**config.mk**
```make
export PLATFORM = sky130hd
export DESIGN_NAME = ahbApbBridge
export DESIGN_NICKNAME = d
export VERILOG_FILES = /design/src/source/bridgePkg.sv /design/src/source/ahbApbBridge.sv /design/src/source/apbFsmController.sv /design/src/source/ahbSlaveInterface.sv
export VERILOG_INCLUDE_DIRS = /design/src /design/src/source
export SDC_FILE = /design/constraint.sdc
export NUM_CORES = 1
export LEC_CHECK = 0
export BUFFER_PORTS_ARGS = -buffer_cell sky130_fd_sc_hd__buf_4
export CAP_MARGIN = 10
export CORE_MARGIN = 3
export CORE_UTILIZATION = 42
export DETAILED_ROUTE_END_ITERATION = 10
export PLACE_DENSITY_LB_ADDON = 0.15
export SYNTH_ARGS = -nofsm -noshare
export SYNTH_HDL_FRONTEND = slang
export SYNTH_SLANG_ARGS = --single-unit
export TNS_END_PERCENT = 1
```
**constraint.sdc**
```tcl
create_clock -name Hclk -period 2.3 [get_ports Hclk]
set_input_delay 0.115 -clock Hclk [delete_from_list [all_inputs] [get_ports Hclk]]
set_output_delay 0.115 -clock Hclk [all_outputs]
set_load 0.05 [all_outputs]
```
**src/source/bridgeMacros_macros.svh**
```systemverilog
// ~~~~~~~~~~~~~~~~~~~~
// Bus widths and the three APB windows.
// Windows must not overlap, and each base is aligned to the span.
// ~~~~~~~~~~~~~~~~~~~~
`ifndef BRIDGE_MACROS_SVH
`define BRIDGE_MACROS_SVH

`define ADDR_WIDTH 32
`define DATA_WIDTH 32

`define NUM_SLAVES 3

// window bases in the AHB map.
`define SLAVE0_BASE 32'h8000_0000
`define SLAVE1_BASE 32'h8400_0000
`define SLAVE2_BASE 32'h8800_0000

// 64 MB per window.
`define SLAVE_SPAN 32'h0400_0000

`endif
```
**src/source/bridgePkg.sv**
```systemverilog
// ~~~~~~~~~~~~~~~~~~~~
// Shared bridge types. Widths come from the macro header.
// ~~~~~~~~~~~~~~~~~~~~
`include "bridgeMacros_macros.svh"

package bridgePkg;

	typedef logic [`DATA_WIDTH-1:0] word_t;
	typedef logic [`ADDR_WIDTH-1:0] addr_t;
	typedef logic [`NUM_SLAVES-1:0] selx_t;

	// AHB Htrans encoding.
	typedef enum logic [1:0]
	{
		IDLE   = 2'b00,
		BUSY   = 2'b01,
		NONSEQ = 2'b10,
		SEQ    = 2'b11
	} htrans_t;

	// APB controller states.
	typedef enum logic [2:0]
	{
		stIdle     = 3'b000,
		stWwait    = 3'b001,
		stRead     = 3'b010,
		stWrite    = 3'b011,
		stWriteP   = 3'b100,
		stREnable  = 3'b101,
		stWEnable  = 3'b110,
		stWEnableP = 3'b111
	} apbState_t;

endpackage

```
**src/source/ahbApbBridge.sv**
```systemverilog
// ~~~~~~~~~~~~~~~~~~~~
// AHB to APB bridge for three peripheral windows. Always answers OKAY.
// Hreadyin comes from the interconnect ready mux.
// ~~~~~~~~~~~~~~~~~~~~
module ahbApbBridge
(
	input  logic               Hclk,
	input  logic               Hresetn,
	input  bridgePkg::addr_t   Haddr,
	input  bridgePkg::word_t   Hwdata,
	input  logic               Hwrite,
	input  bridgePkg::htrans_t Htrans,
	input  logic               Hreadyin,
	input  bridgePkg::word_t   Prdata,
	output logic               Hreadyout,
	output bridgePkg::word_t   Hrdata,
	output bridgePkg::addr_t   Paddr,
	output bridgePkg::word_t   Pwdata,
	output logic               Pwrite,
	output bridgePkg::selx_t   Pselx,
	output logic               Penable
);
	import bridgePkg::*;

	logic  valid;
	logic  Hwritereg;
	addr_t Haddr1;
	addr_t Haddr2;
	selx_t tempselx;

	ahbSlaveInterface ahbSlave0
	(
		.Hclk      (Hclk),
		.Hresetn   (Hresetn),
		.Haddr     (Haddr),
		.Hwdata    (Hwdata),
		.Hwrite    (Hwrite),
		.Htrans    (Htrans),
		.Hreadyin  (Hreadyin),
		.valid     (valid),
		.Haddr1    (Haddr1),
		.Haddr2    (Haddr2),
		.Hwdata1   (), // data stages unused, write data is taken live.
		.Hwdata2   (),
		.Hwritereg (Hwritereg),
		.tempselx  (tempselx)
	);

	apbFsmController apbCtrl0
	(
		.Hclk      (Hclk),
		.Hresetn   (Hresetn),
		.valid     (valid),
		.Hwrite    (Hwrite),
		.Hwritereg (Hwritereg),
		.Haddr     (Haddr),
		.Haddr1    (Haddr1),
		.Haddr2    (Haddr2),
		.Hwdata    (Hwdata),
		.tempselx  (tempselx),
		.Pwrite    (Pwrite),
		.Penable   (Penable),
		.Hreadyout (Hreadyout),
		.Pselx     (Pselx),
		.Paddr     (Paddr),
		.Pwdata    (Pwdata)
	);

	assign Hrdata = Prdata; // valid in the read enable cycle.

endmodule

```
**src/source/apbFsmController.sv**
```systemverilog
// ~~~~~~~~~~~~~~~~~~~~
// APB transfer FSM with registered outputs. Reads take a fixed 2 cycles.
// Pready and Pslverr are not supported. Hreadyout must loop back to Hreadyin.
// ~~~~~~~~~~~~~~~~~~~~
module apbFsmController
(
	input  logic             Hclk,
	input  logic             Hresetn,
	input  logic             valid,
	input  logic             Hwrite,
	input  logic             Hwritereg,
	input  bridgePkg::addr_t Haddr,
	input  bridgePkg::addr_t Haddr1,
	input  bridgePkg::addr_t Haddr2,
	input  bridgePkg::word_t Hwdata,
	input  bridgePkg::selx_t tempselx,
	output logic             Pwrite,
	output logic             Penable,
	output logic             Hreadyout,
	output bridgePkg::selx_t Pselx,
	output bridgePkg::addr_t Paddr,
	output bridgePkg::word_t Pwdata
);
	import bridgePkg::*;

	apbState_t state;
	apbState_t nextState;

	selx_t selReg; // select of the address held in Haddr1.

	logic  pwriteNxt;
	logic  penableNxt;
	logic  hreadyoutNxt;
	selx_t pselxNxt;
	addr_t paddrNxt;
	word_t pwdataNxt;

	always_ff @(posedge Hclk)
	begin
		if (!Hresetn)
			state <= stIdle;
		else
			state <= nextState;
	end

	// follows Haddr1 on every accepted transfer.
	always_ff @(posedge Hclk)
	begin
		if (valid)
			selReg <= tempselx;
	end

	always_comb
	begin
		case (state)
			stIdle, stREnable, stWEnable:
			begin
				if (!valid)
					nextState = stIdle;
				else if (Hwrite)
					nextState = stWwait;
				else
					nextState = stRead;
			end

			stWwait:
			begin
				if (valid)
					nextState = stWriteP;
				else
					nextState = stWrite;
			end

			stRead:
				nextState = stREnable;

			stWrite:
			begin
				if (valid)
					nextState = stWEnableP;
				else
					nextState = stWEnable;
			end

			stWriteP:
				nextState = stWEnableP;

			stWEnableP:
			begin
				if (!Hwritereg)
					nextState = stRead;
				else if (valid)
					nextState = stWriteP;
				else
					nextState = stWrite;
			end

			default:
				nextState = stIdle;
		endcase
	end

	// outputs for the state being entered. Unassigned outputs hold.
	always_comb
	begin
		pwriteNxt    = Pwrite;
		penableNxt   = Penable;
		hreadyoutNxt = Hreadyout;
		pselxNxt     = Pselx;
		paddrNxt     = Paddr;
		pwdataNxt    = Pwdata;

		case (state)
			stIdle, stREnable, stWEnable:
			begin
				penableNxt = 1'b0;
				if (valid && !Hwrite)
				begin
					// read setup straight from the address phase.
					paddrNxt     = Haddr;
					pwriteNxt    = 1'b0;
					pselxNxt     = tempselx;
					hreadyoutNxt = 1'b0;
				end
				else
				begin
					pselxNxt     = '0;
					hreadyoutNxt = 1'b1;
				end
			end

			stWwait:
			begin
				paddrNxt     = Haddr1;
				pwdataNxt    = Hwdata; // data phase is on the bus now.
				pwriteNxt    = 1'b1;
				pselxNxt     = selReg;
				penableNxt   = 1'b0;
				hreadyoutNxt = 1'b0;
			end

			stRead:
			begin
				penableNxt   = 1'b1;
				hreadyoutNxt = 1'b1;
			end

			stWrite:
			begin
				penableNxt   = 1'b1;
				hreadyoutNxt = !valid || Hwrite;
			end

			stWriteP:
			begin
				penableNxt   = 1'b1;
				hreadyoutNxt = Hwritereg; // a pending read waits for its setup.
			end

			stWEnableP:
			begin
				// setup for the transfer waiting in Haddr1.
				paddrNxt     = Haddr1;
				pwriteNxt    = Hwritereg;
				pselxNxt     = selReg;
				penableNxt   = 1'b0;
				hreadyoutNxt = 1'b0;
				if (Hwritereg)
					pwdataNxt = Hwdata;
			end

			default:
			begin
				pselxNxt     = '0;
				penableNxt   = 1'b0;
				hreadyoutNxt = 1'b1;
			end
		endcase
	end

	always_ff @(posedge Hclk)
	begin
		if (!Hresetn)
		begin
			Pwrite    <= 1'b0;
			Penable   <= 1'b0;
			Hreadyout <= 1'b0;
			Pselx     <= '0;
		end
		else
		begin
			Pwrite    <= pwriteNxt;
			Penable   <= penableNxt;
			Hreadyout <= hreadyoutNxt;
			Pselx     <= pselxNxt;
		end
	end

	always_ff @(posedge Hclk)
	begin
		Paddr  <= paddrNxt;
		Pwdata <= pwdataNxt;
	end

	enableHasSel: assert property (@(posedge Hclk) disable iff (!Hresetn)
		Penable |-> Pselx != '0);

	setupBeforeEnable: assert property (@(posedge Hclk) disable iff (!Hresetn)
		$rose(Penable) |-> $past(Pselx) == Pselx);

	addrStable: assert property (@(posedge Hclk) disable iff (!Hresetn)
		$rose(Penable) |-> $stable(Paddr) && $stable(Pwrite));

	// read enable drives the AHB data phase in the same cycle.
	readToEnable: assert property (@(posedge Hclk) disable iff (!Hresetn)
		state == stRead |=> state == stREnable && Penable && Hreadyout && !Pwrite);

	// on the write path the APB address is the older pipeline stage.
	writeAddrInPipe: assert property (@(posedge Hclk) disable iff (!Hresetn)
		state inside {stWrite, stWriteP, stWEnable, stWEnableP} |-> Paddr == Haddr2);

endmodule

```
**src/source/ahbSlaveInterface.sv**
```systemverilog
// ~~~~~~~~~~~~~~~~~~~~
// AHB side of the bridge. Pipeline stages load only while Hreadyin is high.
// Only NONSEQ and SEQ transfers inside a window count as valid.
// ~~~~~~~~~~~~~~~~~~~~
`include "bridgeMacros_macros.svh"

module ahbSlaveInterface
(
	input  logic               Hclk,
	input  logic               Hresetn,
	input  bridgePkg::addr_t   Haddr,
	input  bridgePkg::word_t   Hwdata,
	input  logic               Hwrite,
	input  bridgePkg::htrans_t Htrans,
	input  logic               Hreadyin,
	output logic               valid,
	output bridgePkg::addr_t   Haddr1,
	output bridgePkg::addr_t   Haddr2,
	output bridgePkg::word_t   Hwdata1,
	output bridgePkg::word_t   Hwdata2,
	output logic               Hwritereg,
	output bridgePkg::selx_t   tempselx
);
	import bridgePkg::*;

	localparam addr_t slaveBase [`NUM_SLAVES] =
		'{`SLAVE0_BASE, `SLAVE1_BASE, `SLAVE2_BASE};

	logic transActive;
	logic inWindow;

	// window decode.
	always_comb
	begin
		for (int i = 0; i < `NUM_SLAVES; i++)
		begin
			// unsigned wrap pushes addresses below the base out of range.
			tempselx[i] = (Haddr - slaveBase[i]) < `SLAVE_SPAN;
		end
	end

	assign inWindow    = |tempselx;
	assign transActive = (Htrans == NONSEQ) || (Htrans == SEQ);
	assign valid       = Hreadyin && transActive && inWindow;

	// address stages. Haddr2 trails Haddr1 by one accepted beat.
	always_ff @(posedge Hclk)
	begin
		if (Hreadyin)
		begin
			Haddr1 <= Haddr;
			Haddr2 <= Haddr1;
		end
	end

	// data stages.
	always_ff @(posedge Hclk)
	begin
		if (Hreadyin)
		begin
			Hwdata1 <= Hwdata;
			Hwdata2 <= Hwdata1;
		end
	end

	// direction of the last address phase.
	always_ff @(posedge Hclk)
	begin
		if (!Hresetn)
			Hwritereg <= 1'b0;
		else if (Hreadyin)
			Hwritereg <= Hwrite;
	end

	// overlapping windows would break the one-hot select.
	validOneHot: assert property (@(posedge Hclk) disable iff (!Hresetn)
		valid |-> $onehot(tempselx));

endmodule

```
==> summary.md <==
| Metric | Value |
|---|---|
| Final period utilization | 0.961 |
| DR DRC count | 0 |
| Peak supply drop | just under 0.0005 V |
| H-tree depth | 3 |
| CP Capture Type | register |
| Initial core utilization | 0.437 |
| Die width | about 110 um |
| Clock-pin slew on the worst setup and hold paths | 0.10 ns |
| First-pass GRT wire length | about 14 mm |
| Clock network power share | 0.162 |
| Max-Cap Viols | 0 |
| Net count, final | 544 |
| RSZ-0062 raised after global routing | false |
| Main synth FF type | edfxtp_1 |
| CTS sink cnt | between 100 and 150 |
| Full die area | about 12000 um2 |
| Max FO, Critical Path | 24 |
| TritonCTS Buffers | 9 |
| Average size of a mapped cell | about 17 um2 |
| Req. time, crit path | roughly 2.4 ns |
| Internal | 3.98 mW |
| Largest net degree at the start of global routing | 35 |
| Pins Over Slew Limit | 0 |
| Routed Antenna Nets | 0 |
| Net Sw Frac | 0.404 |
| Core area | 9860 um2 |
| GPL Wtd Cong | a little under 0.8 |
| Distinct cells, synth | 43 |
| Ant diodes | 0 |
| Final-report hold violation count | 0 |
| Pwr/cell area | 1080 nW/um2 |
| Hold Crit Class | input port to register |
| GRT overflow | 0 |
| Seq/Total Area, Yosys | 0.736 |
| Period minus WS final | around 2.2 ns |
| Fin Setup TNS | 0 ns |
| Status | finished, final reports clean |
| Clk buf depth | 2 |
| Share of power burned in registers | 0.428 |
| Yosys Warn Count | 0 |
| DP Wirelength | roughly 5.9 mm |
| Clock Skews | 0.0193 ns |
| Syn Std Cell Area | around 4300 um2 |
| Highest clock rate | ~450 MHz |
| IO Pins | 204 |
| Die extent in y | around 110 um |
| DRT Pass-1 Iters | 4 |
| Post-synth ARST share | 0 |
| Fraction of layout cells with a size suffix above 1 | 0.440 |
| Cts repair resizes | 0 |
| DR vias | 2731 |
| CTS tree | built |
| Clk_lat worst skew | between 0.3 and 0.4 ns |
| GRT Util Overall | 0.160 |
| Worst Tran Pin Value | roughly 0.46 ns |
| Syn_nets | 360 |
| Switching power | roughly 2.7 mW |
| Vias per cell | approximately 4.7 |
| Clock root buffer | clkbuf_8 |
| Worst slew margin | 0.691 |
| CP startpoint kind | input port |
| Yosys reg bits | roughly 110 |
| Vias in the first global route | 2696 |
| Area post-placement | around 5300 um2 |
| Core Rows | 36 |
| Synth Instances | between 200 and 300 |
| Number of synthesized flops with an enable pin | 99 |
| Comb power frac | 0.409 |
| Leakage power | ~2.4 nW |
| Routed Wire Length | a little over 9 mm |
| First DRT Iteration DRCs | 80 |
| Crit path DAT | about 2.3 ns |
| IO buf count | between 100 and 150 |
| Final instance area | 6180 um2 |
| Routed len/inst | about 16 um |
| Antenna violations before repair | 0 |
| CP Class | input port to register |
| Setup violators final | 0 |
| Area delta synth->final | 43.3% |
==> registers in the layout (all words and copies together) (netlist names) <==
signal	cells
ahbSlave0.Hwritereg	1
apbCtrl0.state	3
apbCtrl0.Paddr	32
apbCtrl0.Penable	1
apbCtrl0.selReg	3
apbCtrl0.Hreadyout	1
ahbSlave0.Haddr1	32
apbCtrl0.Pwdata	32
apbCtrl0.Pselx	3
apbCtrl0.Pwrite	1
==> path summary, 6_finish.rpt <==
check	to	cells after the start	slack, ns	from
max	apbCtrl0.Paddr[18]$_DFFE_PP_	8	0.09	Haddr[30]
min	apbCtrl0.Pselx[1]$_SDFFE_PN0P_	2	0.06	Hresetn
max reg2reg	apbCtrl0.Paddr[18]$_DFFE_PP_	5	0.29	apbCtrl0.state[1]$_SDFF_PN0_
min reg2reg	apbCtrl0.Pwrite$_SDFFE_PN0P_	1	0.52	apbCtrl0.Pwrite$_SDFFE_PN0P_
==> through the flow <==
stage	std cells	hold slack (ns)	setup WS [ns]	utilization	total power [mW]
final	578	0.0630	0.0893	0.626	6.67
after global routing	578	0.0625	0.0283	0.626	6.94
after CTS	576	0.0386	0.0304	0.625	6.72
after detailed placement	496	0.230	0.0849	0.541	5.55
after global placement	496	0.230	0.126	0.541	5.53
after floorplan	256	0.214	0.0641	-	4.81
==> critical path, stage by stage <==
cell and delay [ns]:
dlygate4sd3_1 0.53, buf_4 0.15, or3b_4 0.41, nor3_4 0.20
a311oi_2 0.08, or4_4 0.47, nand2_2 0.12, buf_12 0.19
==> routing by layer <==
metal,share of wire,track usage
met1,0.41,0.200
met2,0.51,0.270
met3,0.047,0.0276
met4,0.029,0.0795
met5,0,0
==> layout make-up <==
cell class	count	area, um2
Timing Repair Buffer	213	1780
Clock inverter	7	57.6
Fill cell	765	3690
Tap cell	133	166
Clock buffer	9	124
Multi-Input combinational cell	102	852
Sequential cell	109	3170
Inverter	5	18.8
==> cells in the mapped netlist, drive strengths merged, types with 5 or more instances <==
cell	instances	area (um2)
edfxtp	99	2970
buf	35	251
mux2	32	360
nand2	11	41.3
dfxtp	10	200
a21oi	6	30.0
clkbuf	5	18.8
inv	5	18.8
nor2	5	18.8
==> power groups by stage <==
stage	clock, mW	combinational (mW)	sequential [mW]
2_1_floorplan	0	0.654	4.15
3_3_place_gp	0	2.64	2.89
3_5_place_dp	0	2.65	2.90
4_1_cts	1.12	2.75	2.85
5_1_grt	1.19	2.85	2.90
6_report	1.08	2.73	2.86
==> cells by family (layout without fill, tap and decap cells) <==
group	Yosys count	count (layout)	share of synthesized area
DFF	109	109	0.736
buffers and inverters	45	234	0.0671
and+or+nand+nor	38	38	0.0540
muxes	33	33	0.0859
AOI/OAI and AO/OA	24	24	0.0407
xor gates and xnor gates	5	5	0.0102
adders and majority gates	2	2	0.00581
==> cell usage in the layout (no fill, tap or decap), types with 3 or more instances in the layout <==
master / n
o21ai_0: 3
nor2_1: 5
nand3_1: 3
xnor2_1: 3
buf_4: 147
dfxtp_1: 10
nand2_1: 9
mux2_1: 7
clkbuf_8: 9
dlygate4sd3_1: 64
inv_1: 5
mux2_2: 25
a21oi_1: 6
edfxtp_1: 99
==> timing repair <==
item                                    4_1_cts  5_1_grt
endpoints found under the hold margin        64        0
hold buffers                                 64        0
buffers inserted                              0        2
endpoints found under the setup margin        0       32
No activity file was read; power rests on OpenSTA's default activity.
